**config.mk**
```make
export PLATFORM = sky130hd
export DESIGN_NAME = mode_control
export DESIGN_NICKNAME = d
export VERILOG_FILES = /design/src/hw/video_pkg.sv /design/src/hw/mode_control.sv
export SDC_FILE = /design/constraint.sdc
export NUM_CORES = 1
export LEC_CHECK = 0
export BUFFER_PORTS_ARGS = -buffer_cell sky130_fd_sc_hd__buf_2
export CAP_MARGIN = 15
export CORE_AREA = 2 2 39 41
export DETAILED_ROUTE_END_ITERATION = 10
export DIE_AREA = 0 0 41 43
export GPL_TIMING_DRIVEN = 0
export PLACE_DENSITY = 0.38
export SLEW_MARGIN = 40
export SYNTH_ARGS = -nofsm -noshare
export SYNTH_HDL_FRONTEND = slang
export SYNTH_SLANG_ARGS = --single-unit
export TNS_END_PERCENT = 20
```
**constraint.sdc**
```tcl
create_clock -name sys_clk -period 1.6 [get_ports sys_clk]
set_input_delay 0.32 -clock sys_clk [delete_from_list [all_inputs] [get_ports sys_clk]]
set_output_delay 0.32 -clock sys_clk [all_outputs]
set_load 0.02 [all_outputs]
```
**src/hw/video_pkg.sv**
```systemverilog
`default_nettype none

package video_pkg;

   typedef enum logic [1:0] {
      MODE_640X480   = 2'd1,
      MODE_800X600   = 2'd2,
      MODE_1920X1080 = 2'd3
   } video_mode_t;

   typedef logic [7:0] line_len_t;
   typedef logic [7:0] line_num_t;

   // horizontal pixels / 32
   localparam line_len_t LINE_BYTES_640  = 8'd20;
   localparam line_len_t LINE_BYTES_800  = 8'd25;
   localparam line_len_t LINE_BYTES_1920 = 8'd60;

   localparam int LINE_FIFO_DEPTH = 4;
   localparam int LINE_FIFO_PTR_W = $clog2(LINE_FIFO_DEPTH);
   localparam int LINE_FIFO_CNT_W = $clog2(LINE_FIFO_DEPTH + 1);

   function automatic line_len_t line_bytes(video_mode_t m);
      case (m)
         MODE_640X480: return LINE_BYTES_640;
         MODE_800X600: return LINE_BYTES_800;
         default:      return LINE_BYTES_1920;
      endcase
   endfunction

endpackage

`default_nettype wire

```
**src/hw/mode_control.sv**
```systemverilog
`default_nettype none

module mode_control (
   input  logic                   sys_clk,
   input  logic                   reset_n,
   input  logic                   key_mode,
   output video_pkg::video_mode_t mode
);
   import video_pkg::*;

   logic key_meta;
   logic key_sync;
   logic key_prev;
   logic press;

   // key idles high, press pulls it low
   assign press = key_prev && !key_sync;

   always_ff @(posedge sys_clk) begin
      if (!reset_n) begin
         key_meta <= 1'b1;
         key_sync <= 1'b1;
         key_prev <= 1'b1;
      end else begin
         key_meta <= key_mode;
         key_sync <= key_meta;
         key_prev <= key_sync;
      end
   end

   always_ff @(posedge sys_clk) begin
      if (!reset_n) begin
         mode <= MODE_1920X1080;
      end else if (press) begin
         case (mode)
            MODE_640X480:   mode <= MODE_800X600;
            MODE_800X600:   mode <= MODE_1920X1080;
            MODE_1920X1080: mode <= MODE_640X480;
            default:        mode <= MODE_1920X1080;
         endcase
      end
   end

endmodule

`default_nettype wire

```
==> flow_summary.rst <==
.. list-table::
   :header-rows: 1

   * - Metric
     - Value
   * - Fraction of met1 tracks used by global routing
     - around 4.5%
   * - Clock Path Buffers
     - 2
   * - Core Region
     - 1384 um2
   * - Distinct cell type count of the synthesized netlist
     - 8
   * - Buf/Inv on CP
     - 1
   * - DR vias/cell
     - 3.308
   * - Grt ovf
     - 0
   * - Final Util
     - around 17%
   * - Register area
     - roughly 100 um2
   * - Number of antenna-violating nets in the routed design
     - 0
   * - Pin count of the biggest net entering global routing
     - 6
   * - Clk Tree Root Cell
     - clkbuf_4
   * - Share of final-layout standard cells stronger than drive strength 1
     - around two fifths
   * - Met2 routing resource usage after global routing
     - 6.250%
   * - First-pass GRT wire length
     - between 500 and 600 um
   * - Final number of max-transition violations
     - 0
   * - Initial cell density of the core
     - ~12%
   * - Number of register bits inferred by synthesis
     - 5
   * - Highest cell delay on the worst timing path
     - 360 ps
   * - First DRT Iteration DRCs
     - 4
   * - Final weighted congestion of routability-driven global placement
     - roughly 0.55
   * - XOR/XNOR share of the synthesized area
     - 0%
   * - Fraction of registers with async set/reset
     - 0%
   * - Clock transition time at the flip-flop clock pins of the worst setup and hold paths
     - 50 ps
   * - Worst hold margin
     - between 200 and 300 ps
   * - Drt total wl
     - approximately 270 um
   * - Die width
     - a little over 40 um
   * - Area share of the largest cell type after synthesis
     - a little under 60%
   * - CP Data Required Time
     - ~1300 ps
   * - Routed length per instance
     - between 6 and 7 um
   * - Reported max-cap violation count
     - 0
   * - Number of clock sinks seen by CTS
     - 5
   * - Peak fanout along the critical path
     - 4
   * - Post-synthesis instance total
     - 15
   * - Final standard cell area without fillers
     - approximately 240 um2
   * - Max transition margin
     - 91.50%
   * - Slew at the pin closest to its max-slew limit
     - about 120 ps
   * - Slowest-stage cell, CP
     - dfxtp_1
   * - Slack of the worst reg-to-reg path
     - slightly below 800 ps
   * - Crit-path leading delay family
     - flip-flops
   * - Grt met3 use
     - about 6.3%
   * - Cell area after technology mapping
     - around 170 um2
   * - Largest area contributor in the synthesized netlist
     - dfxtp_1
   * - Layout net count
     - 27
   * - Max VDD drop
     - 0.4713 mV
   * - Synthesized-area fraction occupied by ao, oa, aoi and oai cells
     - under 10%
   * - Placed wire-length estimate
     - between 150 and 200 um
   * - Net Count, Synth
     - 18
   * - Standard cell area after detailed placement
     - ~210 um2
   * - Boundary pin count
     - 5
   * - # DRC
     - 0
   * - Final Setup Violations
     - 0
   * - Min Tclk post-route
     - 1103 ps
   * - Endpoint arrival time on the critical path
     - between 700 and 800 ps
   * - Mux share of post-synthesis cell area
     - 5.839%
   * - Synthesized-area fraction occupied by and/or/nand/nor cells
     - a little under a third
   * - Yosys synthesis warning count
     - 0
   * - # fillers
     - approximately 160
   * - Summed negative setup slack over all endpoints
     - 0 ps
   * - Final-report hold violation count
     - 0
   * - Critical-path cell list
     - buf_2
   * - Initial antenna violation count
     - 0
   * - Hold-fix buffer count after cts
     - 0
   * - Count of flip-flops with a built-in enable after synthesis
     - 0
   * - Die Span Y
     - around 43 um
   * - Worst setup path class
     - register to output port
   * - Portion of the clock cycle consumed by the worst path in the final layout
     - between 60 and 70%
   * - Number of global-route vias before repair
     - ~140
   * - TritonRoute pass-1 iters
     - 2
   * - Cell leakage power
     - between 0.1 and 0.15 nW
   * - Setup Skew
     - around 3.8 ps
   * - Antenna cell count
     - 0
   * - Worst skew pair latency
     - 240 ps
   * - Post-CTS setup buffer count
     - 0
   * - Largest cells by area after synthesis
     - dfxtp_1, nand2b_1, nor2b_4, mux2i_1, and3b_1
   * - List of most frequent post-synthesis cells
     - dfxtp_1, nand2b_1, nand2_1
   * - Endpoint type of the worst setup path
     - output port
   * - TritonCTS clock tree
     - yes
   * - Quantity of I/O buffers inserted on ports
     - 4
   * - Die ar.
     - around 1800 um2
   * - Multi-input gate area
     - 71.32 um2
   * - Most used flip-flop cell after synthesis
     - dfxtp_1
   * - Layer carrying the most global-route usage
     - met3
   * - Cell Rows
     - 14
   * - Leading cell type by number of instances after synthesis
     - dfxtp_1
   * - CP startpoint kind
     - register
   * - Adder-cell share of the synthesized area
     - 0%
   * - Area Growth Syn to Fin
     - 38.69%
   * - Dominant combinational cell family by area after synthesis
     - simple AND/OR/NAND/NOR gates
   * - Proportion of synthesized chip area in sequential cells
     - just under 60%
   * - Highest achievable clock rate
     - around 900 MHz
   * - HP Class
     - input pin to register
   * - Power per cell area
     - 1243 nW/um2
   * - Number of instances resized during post-cts repair
     - 0
   * - Average cell area after synthesis
     - about 11 um2
   * - Routed via count
     - approximately 130
   * - Unrepaired setup endpoints after global routing
     - no
   * - Total CTS buffers
     - 3
   * - Maximum level of the CTS H-tree
     - 1
   * - Global-route total usage across every layer
     - under 10%
   * - Run status
     - finished, final reports clean
## cell usage in the layout (no fill, tap or decap), drive strengths merged
master	synthesis	layout
nor2b	1	1
clkbuf	0	4
mux2i	1	1
buf	0	4
nand2b	3	3
o21ai	1	1
nand2	2	2
and3b	1	1
dfxtp	5	5
nor2	1	1
## registers in the layout, indices dropped and copies added (netlist names)
signal    flops
key_sync      1
key_prev      1
key_meta      1
mode          2
## logic make-up after synthesis
kind of cell / count (synthesis)
mux: 1
compound gates: 1
flops: 5
simple gates: 8
## power breakdown
| group | internal (mW) | leakage [nW] | switching, mW |
|---|---|---|---|
| Clock | 0.0944 | 0.0150 | 0.0531 |
| Sequential | 0.130 | 0.0411 | 0.00268 |
| Combinational | 0.00814 | 0.0521 | 0.00738 |
| Total | 0.232 | 0.108 | 0.0632 |
## routing by layer
| layer | wire length, um | vias to the layer above |
|---|---|---|
| li1 | - | 63 |
| met1 | 108 | 58 |
| met2 | 113 | 8 |
| met3 | 48 | 0 |
| met4 | 0 | 0 |
| met5 | 0 | - |
## metrics by stage
stage,power (mW),instances,worst slack [ps]
floorplan,0.1438,15,766.8
global placement,0.1496,35,775.0
detailed placement,0.1505,35,757.9
CTS,0.3042,39,483.8
global route,0.3168,39,458.0
finish,0.2954,39,497.5
## cell type report
class	count	area share, %
Clock buffer	4	11.05
Timing Repair Buffer	4	8.421
Sequential cell	5	42.11
Tap cell	16	8.421
Multi-Input combinational cell	10	30.00
## final timing paths
check | from | endpoint | cells after the start
min | key_mode | key_meta$_SDFF_PN1_ | 2
max reg2reg | key_prev$_SDFF_PN1_ | mode[0]$_SDFFE_PN1P_ | 3
min reg2reg | key_meta$_SDFF_PN1_ | key_sync$_SDFF_PN1_ | 1
max | mode[1]$_SDFFE_PN1P_ | mode[1] | 1
Note: power is estimated with default switching activity, not from simulation.
