**config.mk**
```make
export PLATFORM = sky130hd
export DESIGN_NAME = mem_arbiter_flat
export DESIGN_NICKNAME = d
export VERILOG_FILES = /design/src/hw/bus_pkg.sv /design/src/hw/mem_bus_if.sv /design/src/hw/mem_arbiter.sv /design/src/flat_wrapper.sv
export SDC_FILE = /design/constraint.sdc
export NUM_CORES = 1
export LEC_CHECK = 0
export BUFFER_PORTS_ARGS = -buffer_cell sky130_fd_sc_hd__buf_4
export CAP_MARGIN = 20
export CORE_MARGIN = 2
export CORE_UTILIZATION = 25
export DETAILED_ROUTE_END_ITERATION = 16
export GPL_ROUTABILITY_DRIVEN = 0
export PLACE_DENSITY = 0.78
export SLEW_MARGIN = 20
export SYNTH_ARGS = -nofsm -noshare
export SYNTH_HDL_FRONTEND = slang
export SYNTH_SLANG_ARGS = --single-unit
```
**constraint.sdc**
```tcl
create_clock -name sys_clk -period 1.27 [get_ports sys_clk]
set_clock_uncertainty 0.05 [all_clocks]
set_input_delay 0.127 -clock sys_clk [delete_from_list [all_inputs] [get_ports sys_clk]]
set_output_delay 0.127 -clock sys_clk [all_outputs]
set_load 0.005 [all_outputs]
```
**src/hw/rom_init.hex**
```
// rom image, 16 bytes per line from offset 0x00, each byte is its offset xor a5
a5 a4 a7 a6 a1 a0 a3 a2 ad ac af ae a9 a8 ab aa
b5 b4 b7 b6 b1 b0 b3 b2 bd bc bf be b9 b8 bb ba
85 84 87 86 81 80 83 82 8d 8c 8f 8e 89 88 8b 8a
95 94 97 96 91 90 93 92 9d 9c 9f 9e 99 98 9b 9a
e5 e4 e7 e6 e1 e0 e3 e2 ed ec ef ee e9 e8 eb ea
f5 f4 f7 f6 f1 f0 f3 f2 fd fc ff fe f9 f8 fb fa
c5 c4 c7 c6 c1 c0 c3 c2 cd cc cf ce c9 c8 cb ca
d5 d4 d7 d6 d1 d0 d3 d2 dd dc df de d9 d8 db da
25 24 27 26 21 20 23 22 2d 2c 2f 2e 29 28 2b 2a
35 34 37 36 31 30 33 32 3d 3c 3f 3e 39 38 3b 3a
05 04 07 06 01 00 03 02 0d 0c 0f 0e 09 08 0b 0a
15 14 17 16 11 10 13 12 1d 1c 1f 1e 19 18 1b 1a
65 64 67 66 61 60 63 62 6d 6c 6f 6e 69 68 6b 6a
75 74 77 76 71 70 73 72 7d 7c 7f 7e 79 78 7b 7a
45 44 47 46 41 40 43 42 4d 4c 4f 4e 49 48 4b 4a
55 54 57 56 51 50 53 52 5d 5c 5f 5e 59 58 5b 5a

```
**src/hw/bus_pkg.sv**
```systemverilog
`default_nettype none

package bus_pkg;

   typedef logic [15:0] bus_addr_t;
   typedef logic [7:0]  bus_data_t;

   typedef enum logic [2:0] {
      REGION_RAM,
      REGION_VIDEO,
      REGION_IO,
      REGION_ROM,
      REGION_NONE
   } region_t;

   localparam int RAM_DEPTH  = 4096;
   localparam int ROM_DEPTH  = 8192;
   localparam int RAM_ADDR_W = $clog2(RAM_DEPTH);
   localparam int ROM_ADDR_W = $clog2(ROM_DEPTH);

   localparam string ROM_INIT_FILE = "/design/src/hw/rom_init.hex";

   localparam bus_addr_t VIDEO_BASE = 16'h9000; // 128 bytes
   localparam bus_addr_t IO_BASE    = 16'h9200; // 256 bytes
   localparam bus_addr_t ROM_BASE   = 16'hc000; // 8k image seen twice

   localparam bus_data_t UNMAPPED_DATA = 8'hff;

   localparam logic [6:0] VIDEO_BASE_LO_REG = 7'd0;
   localparam logic [6:0] VIDEO_BASE_HI_REG = 7'd1;
   localparam logic [6:0] VIDEO_MODE_REG    = 7'd2;

   localparam logic [7:0] IO_BUTTONS_REG = 8'd0;
   localparam logic [7:0] IO_SCRATCH_REG = 8'd1;

endpackage

`default_nettype wire

```
**src/hw/mem_bus_if.sv**
```systemverilog
`default_nettype none

// one request channel, byte wide, reads answered by rd_valid
interface mem_bus_if;
   import bus_pkg::*;

   logic      req_valid;
   logic      req_ready;
   bus_addr_t addr;
   logic      wr_en;
   bus_data_t wr_data;
   logic      rd_valid;
   bus_data_t rd_data;

   modport master (
      output req_valid, addr, wr_en, wr_data,
      input  req_ready, rd_valid, rd_data
   );

   modport slave (
      input  req_valid, addr, wr_en, wr_data,
      output req_ready, rd_valid, rd_data
   );

endinterface

`default_nettype wire

```
**src/hw/mem_arbiter.sv**
```systemverilog
`default_nettype none

module mem_arbiter (
   input  logic       sys_clk,
   input  logic       reset_n,
   mem_bus_if.slave   cpu_bus,
   mem_bus_if.slave   fetch_bus,
   mem_bus_if.master  mem_bus
);

   logic grant_cpu;
   logic grant_fetch;
   logic fetch_first;    // round robin pointer
   logic accepted;
   logic rd_pending;
   logic rd_owner_fetch;

   assign grant_cpu   = cpu_bus.req_valid && (!fetch_bus.req_valid || !fetch_first);
   assign grant_fetch = fetch_bus.req_valid && (!cpu_bus.req_valid || fetch_first);

   // request path is purely combinational
   assign mem_bus.req_valid = grant_cpu || grant_fetch;
   assign mem_bus.addr      = grant_fetch ? fetch_bus.addr    : cpu_bus.addr;
   assign mem_bus.wr_en     = grant_fetch ? fetch_bus.wr_en   : cpu_bus.wr_en;
   assign mem_bus.wr_data   = grant_fetch ? fetch_bus.wr_data : cpu_bus.wr_data;

   assign cpu_bus.req_ready   = grant_cpu && mem_bus.req_ready;
   assign fetch_bus.req_ready = grant_fetch && mem_bus.req_ready;

   assign accepted = mem_bus.req_valid && mem_bus.req_ready;

   always_ff @(posedge sys_clk) begin
      if (!reset_n) begin
         fetch_first    <= 1'b0;
         rd_pending     <= 1'b0;
         rd_owner_fetch <= 1'b0;
      end else begin
         if (accepted)
            fetch_first <= grant_cpu; // loser of this round goes first next
         rd_pending     <= accepted && !mem_bus.wr_en;
         rd_owner_fetch <= grant_fetch;
      end
   end

   // memory answers one cycle after acceptance, so one owner flop is enough
   assign cpu_bus.rd_valid   = mem_bus.rd_valid && rd_pending && !rd_owner_fetch;
   assign fetch_bus.rd_valid = mem_bus.rd_valid && rd_pending && rd_owner_fetch;
   assign cpu_bus.rd_data    = mem_bus.rd_data;
   assign fetch_bus.rd_data  = mem_bus.rd_data;

   a_single_grant: assert property (
      @(posedge sys_clk) disable iff (!reset_n)
      !(cpu_bus.req_ready && fetch_bus.req_ready)
   );

   a_return_owned: assert property (
      @(posedge sys_clk) disable iff (!reset_n)
      mem_bus.rd_valid |-> rd_pending
   );

endmodule

`default_nettype wire

```
**src/flat_wrapper.sv**
```systemverilog
// flat-port wrapper written by rule: the top's interface ports become plain ports
module mem_arbiter_flat 
  (sys_clk, reset_n, cpu_bus_req_valid, cpu_bus_addr, cpu_bus_wr_en, cpu_bus_wr_data, cpu_bus_req_ready, cpu_bus_rd_valid, cpu_bus_rd_data, fetch_bus_req_valid, fetch_bus_addr, fetch_bus_wr_en, fetch_bus_wr_data, fetch_bus_req_ready, fetch_bus_rd_valid, fetch_bus_rd_data, mem_bus_req_valid, mem_bus_addr, mem_bus_wr_en, mem_bus_wr_data, mem_bus_req_ready, mem_bus_rd_valid, mem_bus_rd_data);
  mem_bus_if cpu_bus_i ();
  mem_bus_if fetch_bus_i ();
  mem_bus_if mem_bus_i ();
  input  logic sys_clk;
  input  logic reset_n;
  input wire logic [$bits(cpu_bus_i.req_valid)-1:0] cpu_bus_req_valid;
  input wire logic [$bits(cpu_bus_i.addr)-1:0] cpu_bus_addr;
  input wire logic [$bits(cpu_bus_i.wr_en)-1:0] cpu_bus_wr_en;
  input wire logic [$bits(cpu_bus_i.wr_data)-1:0] cpu_bus_wr_data;
  output wire logic [$bits(cpu_bus_i.req_ready)-1:0] cpu_bus_req_ready;
  output wire logic [$bits(cpu_bus_i.rd_valid)-1:0] cpu_bus_rd_valid;
  output wire logic [$bits(cpu_bus_i.rd_data)-1:0] cpu_bus_rd_data;
  input wire logic [$bits(fetch_bus_i.req_valid)-1:0] fetch_bus_req_valid;
  input wire logic [$bits(fetch_bus_i.addr)-1:0] fetch_bus_addr;
  input wire logic [$bits(fetch_bus_i.wr_en)-1:0] fetch_bus_wr_en;
  input wire logic [$bits(fetch_bus_i.wr_data)-1:0] fetch_bus_wr_data;
  output wire logic [$bits(fetch_bus_i.req_ready)-1:0] fetch_bus_req_ready;
  output wire logic [$bits(fetch_bus_i.rd_valid)-1:0] fetch_bus_rd_valid;
  output wire logic [$bits(fetch_bus_i.rd_data)-1:0] fetch_bus_rd_data;
  output wire logic [$bits(mem_bus_i.req_valid)-1:0] mem_bus_req_valid;
  output wire logic [$bits(mem_bus_i.addr)-1:0] mem_bus_addr;
  output wire logic [$bits(mem_bus_i.wr_en)-1:0] mem_bus_wr_en;
  output wire logic [$bits(mem_bus_i.wr_data)-1:0] mem_bus_wr_data;
  input wire logic [$bits(mem_bus_i.req_ready)-1:0] mem_bus_req_ready;
  input wire logic [$bits(mem_bus_i.rd_valid)-1:0] mem_bus_rd_valid;
  input wire logic [$bits(mem_bus_i.rd_data)-1:0] mem_bus_rd_data;
  assign cpu_bus_i.req_valid = cpu_bus_req_valid;
  assign cpu_bus_i.addr = cpu_bus_addr;
  assign cpu_bus_i.wr_en = cpu_bus_wr_en;
  assign cpu_bus_i.wr_data = cpu_bus_wr_data;
  assign cpu_bus_req_ready = cpu_bus_i.req_ready;
  assign cpu_bus_rd_valid = cpu_bus_i.rd_valid;
  assign cpu_bus_rd_data = cpu_bus_i.rd_data;
  assign fetch_bus_i.req_valid = fetch_bus_req_valid;
  assign fetch_bus_i.addr = fetch_bus_addr;
  assign fetch_bus_i.wr_en = fetch_bus_wr_en;
  assign fetch_bus_i.wr_data = fetch_bus_wr_data;
  assign fetch_bus_req_ready = fetch_bus_i.req_ready;
  assign fetch_bus_rd_valid = fetch_bus_i.rd_valid;
  assign fetch_bus_rd_data = fetch_bus_i.rd_data;
  assign mem_bus_req_valid = mem_bus_i.req_valid;
  assign mem_bus_addr = mem_bus_i.addr;
  assign mem_bus_wr_en = mem_bus_i.wr_en;
  assign mem_bus_wr_data = mem_bus_i.wr_data;
  assign mem_bus_i.req_ready = mem_bus_req_ready;
  assign mem_bus_i.rd_valid = mem_bus_rd_valid;
  assign mem_bus_i.rd_data = mem_bus_rd_data;
  mem_arbiter u_core (.sys_clk(sys_clk), .reset_n(reset_n), .cpu_bus(cpu_bus_i), .fetch_bus(fetch_bus_i), .mem_bus(mem_bus_i));
endmodule
```
==> summary.txt <==
CTS
  • CTS max path bufs: 2
  • Num CTS Buffers: 3
  • Insertion delay to the later sink of the worst-skew pair: between 0.2 and 0.25 ns
  • TritonCTS clock tree: built
  • Clock root buffer: clkbuf_4
  • H-tree lvl count: 1
  • # hold bufs at CTS: 0
  • CTS Sinks: 3
  • Clk pin slew, worst setup/hold paths: roughly 0.040 ns

Logic synthesis
  • Post-synthesis cell area: 654.4 sq um
  • Yosys warnings: 0
  • Async S/R FF share, synth: 0
  • Dominant cell type by area after synthesis: mux2_4
  • Seq/Total Area, Yosys: 0.09178
  • Post-synthesis adder-cell area fraction: 0
  • Top FF cell, synth: dfxtp_1
  • Post-synth EDFFs: 0
  • Synth area leaders: mux2_4 (41%), buf_4 (18%), mux2_2 (12%)
  • Top cells by count, synth: mux2_4 (18), buf_4 (16), mux2_2 (7), dfxtp_1 (3)
  • Mux contribution to synthesized area: 0.5335
  • Area share of the largest cell type after synthesis: 0.4130
  • Most frequent cell after synthesis: mux2_4
  • Compound-gate portion of the synthesized area: 0.06119
  • Mapped Cells: 62
  • Synth Area in XOR/XNOR: 0
  • Distinct cells, synth: 17
  • Mapped Nets: ~130
  • Syn Area/Cell: around 11 sq um
  • Synthesized flop and latch total: 3
  • Post-synthesis simple-gate area fraction: 0.08987
  • Main combinational cell family by area after synthesis: multiplexers

Setup path
  • CP Buf/Inv Count: 2
  • Setup crit end kind: output port
  • Crit-path slowest cell: dfxtp_2
  • CP Class: reg -> out
  • Worst-path maximum fanout: 7
  • Slowest stage delay, CP: 0.31 ns
  • Startpoint Class: flip-flop
  • R2r setup slk: 0.04 ns
  • Top Family by Delay on Critical Path: flip-flops
  • CP required: roughly 1.1 ns
  • Worst Path Arrival: 1.38 ns
  • Critical-path cell list: nand2b_4 > nand2_8 > buf_12 > mux2_4 > buf_6

Floorplan
  • Die Width: 55.16 um
  • Initial core utilization: 0.2641
  • Die area: 3043 sq um
  • # IOs: 110
  • Die H: 55.16 um
  • Cell Rows: 18
  • CORE AREA: 2477 sq um

GRT
  • Vias in the first global route: 781
  • Total gr overflow: 0
  • First-pass GRT wire length: 3111 um
  • Initial antenna violation count: 0
  • Largest net degree at the start of global routing: 8
  • GRT Resource Usage Total: 0.1461

Flow run
  • Maxcap violations: 0

Routing
  • Routed Antenna Nets: 0
  • WL/cell: 13.99 um
  • Drt pass-1 iters: 3
  • Initial DRC count: 4
  • Drt drc: 0
  • Vias: 770
  • Final wirelength: between 2000 and 2500 um
  • Vias per Instance: ~4.5

STA
  • Final hold violations: 0
  • Worst slew margin: 0.8741
  • Slew Viols, Final: 0
  • Setup WS post-layout: -0.2832 ns
  • Slew at the pin with the worst max-slew slack: 0.1875 ns
  • Final Cycle Share: 1.223
  • Fin Hold WS: 0.03830 ns
  • Final setup fails: 26
  • RSZ-0062 raised after global routing: yes
  • TNS Setup: -7.075 ns
  • Fmax: 643.8 MHz
  • Min cycle time layout: around 1.6 ns

Final layout
  • Post-route cell area: between 1000 and 1500 sq um
  • Share of layout cells above drive strength 1: 0.8881
  • Layout area overhead: 124.9%
  • Multi-input gate area: ~480 sq um
  • Fillers: 202
  • Nets: 208
  • Fin cells: 173
  • # diodes: 0
  • Seq. cell area: 61.31 sq um

Pwr
  • Leakage: 0.8174 nW
  • Sequential share of power: 0.123
  • Net Switching: 0.0002177 W
  • Comb pwr share: 0.668
  • Sw Ratio: 0.2601
  • Internal: 0.0006192 W
  • Clock network power share: 0.208
  • Worst vdd ir: 0.6647 mV
  • P per Cell Area: roughly 570 nW/um^2

Status
  • Failing checks: setup timing
  • Status: finished with violations

Placement
  • Port Buffers: 85
  • Placed cell count: between 150 and 200
  • Placed cell areas: ~1200 sq um
  • Final HPWL DP: 1877 um

Min path
  • Hold Path Class: in -> reg
## power by group through the flow
stage	Sequential, W	Combinational (W)	Clock [W]
floorplan	0.000104	0.000214	0
global placement	0.000105	0.000449	0
detailed placement	0.000105	0.000456	0
CTS	0.000103	0.000558	0.000184
global route	0.000104	0.000598	0.000193
finish	0.000103	0.000559	0.000174
## layout make-up
class | instances | area share
Timing Repair Buffer | 95 | 0.5842
Sequential cell | 3 | 0.04167
Tap cell | 30 | 0.02551
Multi-Input combinational cell | 40 | 0.3282
Inverter | 1 | 0.002551
Clock buffer | 4 | 0.01786
## state kept, by name, indices dropped and copies added, names as in the netlist
register,cells
u_core.rd_owner_fetch,1
u_core.fetch_first,1
u_core.rd_pending,1
## worst reg2reg max path: stages (launching register included)
cell and delay [ns]:
dfxtp_2 0.31, nand2b_4 0.16, buf_4 0.14, buf_6 0.10
buf_6 0.10, a31oi_1 0.13, a21boi_0 0.17
## timing repair
action	4_1_cts	5_1_grt
gates resized for setup	36	1
setup endpoints to repair	26	26
pin swaps	1	0
gates cloned	1	0
setup buffers	3	1
## path summary, 6_finish.rpt
check                      from                  to  cells after the start
max          u_core.fetch_first  mem_bus_wr_data[7]                      5
min               cpu_bus_wr_en   u_core.rd_pending                      2
max reg2reg  u_core.fetch_first   u_core.rd_pending                      6
min reg2reg  u_core.fetch_first  u_core.fetch_first                      2
## through the flow
| stage | setup WS (ns) | utilization | power, W |
|---|---|---|---|
| finish | -0.2832 | 0.5939 | 0.0008370 |
| global route | -0.3398 | 0.5939 | 0.0008954 |
| CTS | -0.3037 | 0.5894 | 0.0008451 |
| detailed placement | -0.1118 | 0.5045 | 0.0005613 |
| global placement | -0.08311 | 0.5045 | 0.0005538 |
| floorplan | 0.03480 | - | 0.0003181 |
## routing by layer
| metal | part of all wire | GRT usage | vias to the layer above |
|---|---|---|---|
| li1 | - | - | 366 |
| met5 | 0 | 0 | - |
| met3 | 0.17 | 0.05914 | 3 |
| met1 | 0.30 | 0.1364 | 329 |
| met4 | 0.0037 | 0.04472 | 0 |
| met2 | 0.52 | 0.2857 | 72 |
## cell usage in the layout, fill, tap and decap left out
| cell type | count |
|---|---|
| buf_6 | 27 |
| a31oi_1 | 1 |
| dfxtp_2 | 1 |
| dfxtp_1 | 2 |
| nand2b_4 | 1 |
| nand2_1 | 2 |
| clkbuf_1 | 1 |
| and3_1 | 2 |
| a21boi_0 | 1 |
| a311oi_1 | 1 |
| buf_16 | 1 |
| inv_1 | 1 |
| nor2_1 | 2 |
| buf_4 | 65 |
| a21oi_1 | 2 |
| clkbuf_4 | 3 |
| o211ai_1 | 1 |
| or2_2 | 1 |
| buf_12 | 2 |
| mux2_4 | 25 |
| nand2_8 | 1 |
## cell families (layout without fill, tap and decap cells)
kind of cell / after synthesis / count (layout)
flip-flops: 3 / 3
buffers and inverters: 19 / 100
AO/OA/AOI/OAI: 6 / 6
AND/OR/NAND/NOR: 9 / 9
multiplexers: 25 / 25
Power figures use the tool's default switching activity.
