[config.mk]
export PLATFORM = sky130hd
export DESIGN_NAME = line_fetcher_flat
export DESIGN_NICKNAME = d
export VERILOG_FILES = /design/src/hw/bus_pkg.sv /design/src/hw/video_pkg.sv /design/src/hw/mem_bus_if.sv /design/src/hw/line_fetcher.sv /design/src/flat_wrapper.sv
export SDC_FILE = /design/constraint.sdc
export NUM_CORES = 1
export LEC_CHECK = 0
export BUFFER_PORTS_ARGS = -buffer_cell sky130_fd_sc_hd__buf_4
export CORE_MARGIN = 1.5
export CORE_UTILIZATION = 58
export DETAILED_ROUTE_END_ITERATION = 16
export PLACE_DENSITY = 0.81
export SYNTH_ARGS = -nofsm -noshare
export SYNTH_HDL_FRONTEND = slang
export SYNTH_SLANG_ARGS = --single-unit
[constraint.sdc]
create_clock -name sys_clk -period 7.29 [get_ports sys_clk]
set_input_delay 0.729 -clock sys_clk [delete_from_list [all_inputs] [get_ports sys_clk]]
set_output_delay 0.729 -clock sys_clk [all_outputs]
set_load 0.01 [all_outputs]
[src/hw/rom_init.hex]
// rom image, 16 bytes per line from offset 0x00, each byte is its offset xor a5
a5 a4 a7 a6 a1 a0 a3 a2 ad ac af ae a9 a8 ab aa
b5 b4 b7 b6 b1 b0 b3 b2 bd bc bf be b9 b8 bb ba
85 84 87 86 81 80 83 82 8d 8c 8f 8e 89 88 8b 8a
95 94 97 96 91 90 93 92 9d 9c 9f 9e 99 98 9b 9a
e5 e4 e7 e6 e1 e0 e3 e2 ed ec ef ee e9 e8 eb ea
f5 f4 f7 f6 f1 f0 f3 f2 fd fc ff fe f9 f8 fb fa
c5 c4 c7 c6 c1 c0 c3 c2 cd cc cf ce c9 c8 cb ca
d5 d4 d7 d6 d1 d0 d3 d2 dd dc df de d9 d8 db da
25 24 27 26 21 20 23 22 2d 2c 2f 2e 29 28 2b 2a
35 34 37 36 31 30 33 32 3d 3c 3f 3e 39 38 3b 3a
05 04 07 06 01 00 03 02 0d 0c 0f 0e 09 08 0b 0a
15 14 17 16 11 10 13 12 1d 1c 1f 1e 19 18 1b 1a
65 64 67 66 61 60 63 62 6d 6c 6f 6e 69 68 6b 6a
75 74 77 76 71 70 73 72 7d 7c 7f 7e 79 78 7b 7a
45 44 47 46 41 40 43 42 4d 4c 4f 4e 49 48 4b 4a
55 54 57 56 51 50 53 52 5d 5c 5f 5e 59 58 5b 5a

[src/hw/bus_pkg.sv]
`default_nettype none

package bus_pkg;

   typedef logic [15:0] bus_addr_t;
   typedef logic [7:0]  bus_data_t;

   typedef enum logic [2:0] {
      REGION_RAM,
      REGION_VIDEO,
      REGION_IO,
      REGION_ROM,
      REGION_NONE
   } region_t;

   localparam int RAM_DEPTH  = 4096;
   localparam int ROM_DEPTH  = 8192;
   localparam int RAM_ADDR_W = $clog2(RAM_DEPTH);
   localparam int ROM_ADDR_W = $clog2(ROM_DEPTH);

   localparam string ROM_INIT_FILE = "/design/src/hw/rom_init.hex";

   localparam bus_addr_t VIDEO_BASE = 16'h9000; // 128 bytes
   localparam bus_addr_t IO_BASE    = 16'h9200; // 256 bytes
   localparam bus_addr_t ROM_BASE   = 16'hc000; // 8k image seen twice

   localparam bus_data_t UNMAPPED_DATA = 8'hff;

   localparam logic [6:0] VIDEO_BASE_LO_REG = 7'd0;
   localparam logic [6:0] VIDEO_BASE_HI_REG = 7'd1;
   localparam logic [6:0] VIDEO_MODE_REG    = 7'd2;

   localparam logic [7:0] IO_BUTTONS_REG = 8'd0;
   localparam logic [7:0] IO_SCRATCH_REG = 8'd1;

endpackage

`default_nettype wire

[src/hw/video_pkg.sv]
`default_nettype none

package video_pkg;

   typedef enum logic [1:0] {
      MODE_640X480   = 2'd1,
      MODE_800X600   = 2'd2,
      MODE_1920X1080 = 2'd3
   } video_mode_t;

   typedef logic [7:0] line_len_t;
   typedef logic [7:0] line_num_t;

   // horizontal pixels / 32
   localparam line_len_t LINE_BYTES_640  = 8'd20;
   localparam line_len_t LINE_BYTES_800  = 8'd25;
   localparam line_len_t LINE_BYTES_1920 = 8'd60;

   localparam int LINE_FIFO_DEPTH = 4;
   localparam int LINE_FIFO_PTR_W = $clog2(LINE_FIFO_DEPTH);
   localparam int LINE_FIFO_CNT_W = $clog2(LINE_FIFO_DEPTH + 1);

   function automatic line_len_t line_bytes(video_mode_t m);
      case (m)
         MODE_640X480: return LINE_BYTES_640;
         MODE_800X600: return LINE_BYTES_800;
         default:      return LINE_BYTES_1920;
      endcase
   endfunction

endpackage

`default_nettype wire

[src/hw/mem_bus_if.sv]
`default_nettype none

// one request channel, byte wide, reads answered by rd_valid
interface mem_bus_if;
   import bus_pkg::*;

   logic      req_valid;
   logic      req_ready;
   bus_addr_t addr;
   logic      wr_en;
   bus_data_t wr_data;
   logic      rd_valid;
   bus_data_t rd_data;

   modport master (
      output req_valid, addr, wr_en, wr_data,
      input  req_ready, rd_valid, rd_data
   );

   modport slave (
      input  req_valid, addr, wr_en, wr_data,
      output req_ready, rd_valid, rd_data
   );

endinterface

`default_nettype wire

[src/hw/line_fetcher.sv]
`default_nettype none

module line_fetcher (
   input  logic                   sys_clk,
   input  logic                   reset_n,
   input  logic                   line_start,
   input  video_pkg::line_num_t   line_num,
   input  video_pkg::video_mode_t mode,
   input  bus_pkg::bus_addr_t     display_base,
   mem_bus_if.master              bus,
   output logic                   pix_valid,
   input  logic                   pix_ready,
   output bus_pkg::bus_data_t     pix_data,
   output logic                   line_busy
);
   import bus_pkg::*;
   import video_pkg::*;

   typedef enum logic [1:0] {
      ST_IDLE,
      ST_FETCH,
      ST_DRAIN
   } state_t;

   state_t                     state;
   bus_addr_t                  rd_addr;
   bus_addr_t                  start_addr;
   line_len_t                  start_len;
   line_len_t                  req_left;
   logic [LINE_FIFO_CNT_W-1:0] fifo_count;
   logic [LINE_FIFO_CNT_W-1:0] fifo_count_nx;
   logic [LINE_FIFO_CNT_W-1:0] inflight;
   logic [LINE_FIFO_CNT_W-1:0] inflight_nx;
   logic [LINE_FIFO_CNT_W:0]   credit_used;
   logic [LINE_FIFO_PTR_W-1:0] wr_ptr;
   logic [LINE_FIFO_PTR_W-1:0] rd_ptr;
   bus_data_t                  fifo_mem [LINE_FIFO_DEPTH];
   logic                       start;
   logic                       issue;
   logic                       push;
   logic                       pop;

   assign start      = line_start && state == ST_IDLE;
   assign start_len  = line_bytes(mode);
   assign start_addr = display_base + bus_addr_t'(line_num) * bus_addr_t'(start_len);

   // fifo slots plus reads on the way must not exceed the fifo
   assign credit_used = {1'b0, fifo_count} + {1'b0, inflight};

   assign bus.req_valid = state == ST_FETCH && credit_used < LINE_FIFO_DEPTH;
   assign bus.addr      = rd_addr;
   assign bus.wr_en     = 1'b0;
   assign bus.wr_data   = '0;

   assign issue = bus.req_valid && bus.req_ready;
   assign push  = bus.rd_valid;
   assign pop   = pix_valid && pix_ready;

   assign fifo_count_nx = fifo_count + LINE_FIFO_CNT_W'(push) - LINE_FIFO_CNT_W'(pop);
   assign inflight_nx   = inflight + LINE_FIFO_CNT_W'(issue) - LINE_FIFO_CNT_W'(push);

   always_ff @(posedge sys_clk) begin
      if (!reset_n) begin
         state      <= ST_IDLE;
         req_left   <= '0;
         fifo_count <= '0;
         inflight   <= '0;
         wr_ptr     <= '0;
         rd_ptr     <= '0;
      end else begin
         fifo_count <= fifo_count_nx;
         inflight   <= inflight_nx;
         if (push)
            wr_ptr <= wr_ptr + 1'b1;
         if (pop)
            rd_ptr <= rd_ptr + 1'b1;
         case (state)
            ST_IDLE: if (start) begin
               req_left <= start_len;
               state    <= ST_FETCH;
            end
            ST_FETCH: if (issue) begin
               req_left <= req_left - 1'b1;
               if (req_left == 8'd1)
                  state <= ST_DRAIN; // last read issued
            end
            ST_DRAIN: if (fifo_count_nx == '0 && inflight_nx == '0)
               state <= ST_IDLE;
            default: state <= ST_IDLE;
         endcase
      end
   end

   always_ff @(posedge sys_clk) begin
      if (start)
         rd_addr <= start_addr;
      else if (issue)
         rd_addr <= rd_addr + 1'b1;
      if (push)
         fifo_mem[wr_ptr] <= bus.rd_data;
   end

   assign pix_valid = fifo_count != '0;
   assign pix_data  = fifo_mem[rd_ptr];
   assign line_busy = state != ST_IDLE;

   a_fifo_no_overflow: assert property (
      @(posedge sys_clk) disable iff (!reset_n)
      push |-> (fifo_count < LINE_FIFO_DEPTH || pop)
   );

endmodule

`default_nettype wire

[src/flat_wrapper.sv]
// flat-port wrapper written by rule: the top's interface ports become plain ports
module line_fetcher_flat import bus_pkg::*; import video_pkg::*;
  (sys_clk, reset_n, line_start, line_num, mode, display_base, pix_valid, pix_ready, pix_data, line_busy, bus_req_valid, bus_addr, bus_wr_en, bus_wr_data, bus_req_ready, bus_rd_valid, bus_rd_data);
  mem_bus_if bus_i ();
  input  logic sys_clk;
  input  logic reset_n;
  input  logic line_start;
  input  video_pkg::line_num_t line_num;
  input  video_pkg::video_mode_t mode;
  input  bus_pkg::bus_addr_t display_base;
  output logic pix_valid;
  input  logic pix_ready;
  output bus_pkg::bus_data_t pix_data;
  output logic line_busy;
  output wire logic [$bits(bus_i.req_valid)-1:0] bus_req_valid;
  output wire logic [$bits(bus_i.addr)-1:0] bus_addr;
  output wire logic [$bits(bus_i.wr_en)-1:0] bus_wr_en;
  output wire logic [$bits(bus_i.wr_data)-1:0] bus_wr_data;
  input wire logic [$bits(bus_i.req_ready)-1:0] bus_req_ready;
  input wire logic [$bits(bus_i.rd_valid)-1:0] bus_rd_valid;
  input wire logic [$bits(bus_i.rd_data)-1:0] bus_rd_data;
  assign bus_req_valid = bus_i.req_valid;
  assign bus_addr = bus_i.addr;
  assign bus_wr_en = bus_i.wr_en;
  assign bus_wr_data = bus_i.wr_data;
  assign bus_i.req_ready = bus_req_ready;
  assign bus_i.rd_valid = bus_rd_valid;
  assign bus_i.rd_data = bus_rd_data;
  line_fetcher u_core (.sys_clk(sys_clk), .reset_n(reset_n), .line_start(line_start), .line_num(line_num), .mode(mode), .display_base(display_base), .bus(bus_i), .pix_valid(pix_valid), .pix_ready(pix_ready), .pix_data(pix_data), .line_busy(line_busy));
endmodule
==> report_table.html <==
<table>
<tr><th>Metric</th><th>Value</th></tr>
<tr><th colspan="2">Detailed routing</th></tr>
<tr><td>Routed wire length</td><td>around 10000 microns</td></tr>
<tr><td>Total via count after detailed routing</td><td>3851</td></tr>
<tr><td>Routed Antenna Nets</td><td>0</td></tr>
<tr><td>Per-cell via count in the routed design</td><td>5.53</td></tr>
<tr><td>Number of DRC markers after the initial detailed-route iteration</td><td>110</td></tr>
<tr><td>Routed wire per std cell</td><td>14.5 microns</td></tr>
<tr><td>Post-route DRC violation count</td><td>0</td></tr>
<tr><td>Detailed-router iteration count before antenna repair</td><td>4</td></tr>
<tr><th colspan="2">Floorplan</th></tr>
<tr><td>Initial cell density of the core</td><td>0.601</td></tr>
<tr><td>Die Outline Area</td><td>between 9000 and 10000 sq um</td></tr>
<tr><td>Core Box Area</td><td>8760 sq um</td></tr>
<tr><td>Number of cell rows</td><td>34</td></tr>
<tr><td>Floorplan die width</td><td>98.3 microns</td></tr>
<tr><td>Floorplan die height</td><td>about 98 microns</td></tr>
<tr><td>Total I/O pin count</td><td>between 70 and 80</td></tr>
<tr><th colspan="2">Placed design</th></tr>
<tr><td>Routability-driven placement congestion ratio</td><td>0.895</td></tr>
<tr><td>Total of buffers placed on input and output ports</td><td>66</td></tr>
<tr><td>Post-DP HPWL</td><td>7990 microns</td></tr>
<tr><td>Total placed instance area</td><td>around 5800 sq um</td></tr>
<tr><td>Number of placed instances, taps included</td><td>approximately 700</td></tr>
<tr><th colspan="2">Critical path</th></tr>
<tr><td>Cell-by-cell listing of the critical path</td><td>buf_4 -&gt; inv_1 -&gt; ha_1 -&gt; and2_1 -&gt; fa_1 -&gt; inv_1 -&gt; fa_1 -&gt; fa_1 -&gt; inv_1 -&gt; fa_1 -&gt; a21o_1 -&gt; a211oi_1 -&gt; nor2_1 -&gt; nor3_1 -&gt; o31ai_1 -&gt; xor2_1 -&gt; ha_1 -&gt; a21o_1 -&gt; a21o_1 -&gt; a22o_1 -&gt; or3_1 -&gt; o221ai_1 -&gt; a221oi_1</td></tr>
<tr><td>Most Frequent Cell on Critical Path</td><td>sky130_fd_sc_hd__fa_1</td></tr>
<tr><td>Peak fanout along the critical path</td><td>9</td></tr>
<tr><td>Launch instance of the worst register-to-register path</td><td>u_core.fifo_count[1]$_SDFF_PN0_</td></tr>
<tr><td>Startpoint type of the worst setup path</td><td>input port</td></tr>
<tr><td>Data required time at the worst endpoint</td><td>~7400 ps</td></tr>
<tr><td>Slowest stage cell, crit path</td><td>sky130_fd_sc_hd__fa_1</td></tr>
<tr><td>Cell count of the worst reg-to-reg path</td><td>11</td></tr>
<tr><td>Reg2reg setup slack</td><td>between 4000 and 5000 ps</td></tr>
<tr><td>Path type of the worst setup path</td><td>in -&gt; reg</td></tr>
<tr><td>First element of the critical path</td><td>mode[0]</td></tr>
<tr><td>Arr. time, crit path</td><td>roughly 6100 ps</td></tr>
<tr><td>Critical path's largest stage delay</td><td>~550 ps</td></tr>
<tr><td>End of the worst register-to-register path</td><td>u_core.state[1]$_SDFFE_PN0P_</td></tr>
<tr><td>Critical Path End Type</td><td>flip-flop</td></tr>
<tr><th colspan="2">Finish</th></tr>
<tr><td>Area Growth Syn to Fin</td><td>14.0%</td></tr>
<tr><td>Most common library cell in the layout ignoring fill and taps</td><td>sky130_fd_sc_hd__buf_4</td></tr>
<tr><td>Total inserted antenna cells</td><td>0</td></tr>
<tr><td>Fraction of final layout cells with drive strength greater than 1</td><td>0.160</td></tr>
<tr><td>Net count reported at finish</td><td>702</td></tr>
<tr><td>Count of non-filler cells in the finished layout</td><td>around 700</td></tr>
<tr><td>Final instance area</td><td>approximately 6000 sq um</td></tr>
<tr><td>Top library cells by usage in the layout, fill and taps aside</td><td>67 x sky130_fd_sc_hd__buf_4, 62 x sky130_fd_sc_hd__inv_1, 58 x sky130_fd_sc_hd__ha_1</td></tr>
<tr><th colspan="2">Timing</th></tr>
<tr><td>Slew Limit Headroom</td><td>0.650</td></tr>
<tr><td>Setup repair after global routing missed its margin</td><td>false</td></tr>
<tr><td>Final-report max-slew violation count</td><td>0</td></tr>
<tr><td>Transition time at the pin with the least slew margin</td><td>between 500 and 600 ps</td></tr>
<tr><td>Max frequency</td><td>about 0.17 GHz</td></tr>
<tr><td>Worst Clk Skew</td><td>~15 ps</td></tr>
<tr><td>Number of endpoints failing setup at the final stage</td><td>0</td></tr>
<tr><td>Fraction of the cycle the final worst path needs</td><td>0.824</td></tr>
<tr><td>Total negative slack for setup checks</td><td>0 ps</td></tr>
<tr><td>Shortest clock period the worst path allows after layout</td><td>6010 ps</td></tr>
<tr><td>Final hold violations</td><td>0</td></tr>
<tr><th colspan="2">Clocking</th></tr>
<tr><td>CTS clk-pin slew, worst paths</td><td>~80 ps</td></tr>
<tr><td>Number of buffers created by CTS</td><td>9</td></tr>
<tr><td>Number of H-tree levels</td><td>3</td></tr>
<tr><td>Worst-Skew Late Latency</td><td>340 ps</td></tr>
<tr><td>Clock tree from TritonCTS</td><td>yes</td></tr>
<tr><td>Clock sink count</td><td>70</td></tr>
<tr><td>Number of setup buffers added after CTS</td><td>0</td></tr>
<tr><td>Maximum root-to-sink buffer count</td><td>2</td></tr>
<tr><td>Number of buffers inserted for hold repair after clock tree synthesis</td><td>0</td></tr>
<tr><td>CTS resizes</td><td>0</td></tr>
<tr><td>Cell chosen for the clock root</td><td>sky130_fd_sc_hd__clkbuf_8</td></tr>
<tr><th colspan="2">Pwr</th></tr>
<tr><td>Power per cell area</td><td>between 300 and 400 nW/um^2</td></tr>
<tr><td>Total Power</td><td>between 1.5 and 2 mW</td></tr>
<tr><td>Max VDD drop</td><td>144 uV</td></tr>
<tr><td>Leakage power of the design</td><td>approximately 2.7 nW</td></tr>
<tr><th colspan="2">Synth</th></tr>
<tr><td>Simple-gate portion of the synthesized area</td><td>0.153</td></tr>
<tr><td>Leading register cell type out of synthesis</td><td>sky130_fd_sc_hd__edfxtp_1</td></tr>
<tr><td>Flops &amp; latches, synth</td><td>70</td></tr>
<tr><td>Cell variety after synth</td><td>56</td></tr>
<tr><td>Compound-cell area share of the yosys netlist</td><td>0.100</td></tr>
<tr><td>Post-synth EDFFs</td><td>48</td></tr>
<tr><td>Multiplexer share of the synthesized area</td><td>0.0380</td></tr>
<tr><td>Share of async-settable or async-resettable flops after synthesis</td><td>0</td></tr>
<tr><td>Post-synthesis share of cell area spent on xor and xnor gates</td><td>0.0648</td></tr>
<tr><td>Synthesized instance count</td><td>just over 500</td></tr>
<tr><td>Yosys synthesis warning count</td><td>0</td></tr>
<tr><td>Netlist area before placement</td><td>about 5300 sq um</td></tr>
<tr><td>Mean cell area of the mapped netlist</td><td>~10 sq um</td></tr>
<tr><td>Synthesized-area fraction occupied by adder cells</td><td>0.217</td></tr>
<tr><td>Part of the Yosys area used for sequential elements</td><td>0.357</td></tr>
<tr><td>Combinational family with the most area after synthesis</td><td>adder cells</td></tr>
<tr><th colspan="2">Global routing</th></tr>
<tr><td>Largest net degree at the start of global routing</td><td>28</td></tr>
<tr><td>Gr usage total</td><td>0.219</td></tr>
<tr><td>Overall overflow remaining after global route</td><td>0</td></tr>
<tr><td>Number of global-route vias before repair</td><td>approximately 3900</td></tr>
<tr><td>Wire length of the first global-routing pass</td><td>around 17000 microns</td></tr>
<tr><td>Initial antenna violation count</td><td>0</td></tr>
<tr><th colspan="2">Run status</th></tr>
<tr><td>Result of the run</td><td>completed</td></tr>
<tr><th colspan="2">Worst hold path</th></tr>
<tr><td>Type of the most critical hold path</td><td>reg -&gt; reg</td></tr>
<tr><td>Hold_sp</td><td>u_core.req_left[3]$_SDFFE_PN0P_</td></tr>
<tr><td>Worst Hold End</td><td>u_core.req_left[3]$_SDFFE_PN0P_</td></tr>
<tr><td>Worst hold path cell count</td><td>2</td></tr>
<tr><th colspan="2">Flow run</th></tr>
<tr><td>Total of max-cap violations</td><td>0</td></tr>
</table>
==> flip-flops by register name, summed over array words and instances, names as in the netlist, named ones only <==
signal / count
u_core.wr_ptr: 2
u_core.bus.addr: 16
u_core.state: 2
u_core.fifo_count: 3
u_core.req_left: 8
u_core.fifo_mem: 32
u_core.inflight: 3
u_core.rd_ptr: 2
==> through the flow <==
step,hold slack (ps),setup WS [ps],util
CTS,480,1310,0.685
global placement,456,1040,0.663
global route,521,924,0.685
finish,483,1280,0.685
floorplan,445,1270,-
detailed placement,469,943,0.663
==> per-layer routing <==
metal / track usage / part of all wire / vias to the layer above
met3: 0.0251 / 0.043 / 16
li1: - / - / 1899
met2: 0.379 / 0.50 / 96
met4: 0.0737 / 0.017 / 0
met1: 0.286 / 0.44 / 1840
met5: 0 / 0 / -
==> synth_stat cells (all sizes together), types with 7 or more instances <==
master	count	share of area
and2	22	0.026
nand2b	8	0.011
ha	58	0.14
o21ai	18	0.018
nor3	7	0.0066
and3	8	0.0095
a21oi	22	0.022
nand3	16	0.015
clkbuf	7	0.0050
nand2	33	0.024
edfxtp	48	0.27
nor2b	12	0.014
inv	62	0.044
xnor2	23	0.038
dfxtp	22	0.084
fa	21	0.080
xor2	16	0.027
nor2	32	0.023
mux4	8	0.034
buf	14	0.019
==> cell families (layout without fill, tap and decap cells) <==
group | Yosys count | after routing
xor+xnor | 39 | 39
other cells | 1 | 9
compound gates | 81 | 81
mux | 10 | 10
simple gates | 155 | 155
fa+ha+maj | 79 | 79
flops | 70 | 70
buf+inv | 83 | 145
==> worst max-delay path, delay by kind of cell <==
| family | cells | cell delay (ps) |
|---|---|---|
| AND/OR/NAND/NOR | 4 | 770 |
| adder cells (fa/ha/maj) | 6 | 2760 |
| AO/OA/AOI/OAI | 8 | 1430 |
| XOR/XNOR | 1 | 140 |
| buffers and inverters | 4 | 260 |
==> final cells by class <==
class | count | area [sq um]
clock inverters | 6 | 70.1
flip-flops and latches | 70 | 1880
repair buffers | 67 | 503
clock buffers | 10 | 128
fillers | 686 | 2760
multi-input cells | 373 | 3060
inverters | 62 | 233
well taps | 108 | 135
==> power by group <==
part | total, mW | switching (mW) | internal [mW]
clock | 0.310 | 0.149 | 0.161
sequential | 0.587 | 0.0732 | 0.513
combinational | 1.05 | 0.560 | 0.488
==> worst max path at each step <==
stage	to	depth (start not counted)
after global routing	u_core.bus.addr[15]$_DFFE_PP_	23
final	u_core.bus.addr[15]$_DFFE_PP_	23
after detailed placement	u_core.bus.addr[15]$_DFFE_PP_	23
after global placement	u_core.bus.addr[15]$_DFFE_PP_	23
after floorplan	u_core.bus.addr[15]$_DFFE_PP_	23
after CTS	u_core.bus.addr[15]$_DFFE_PP_	23
(Power assumes the default switching activity.)
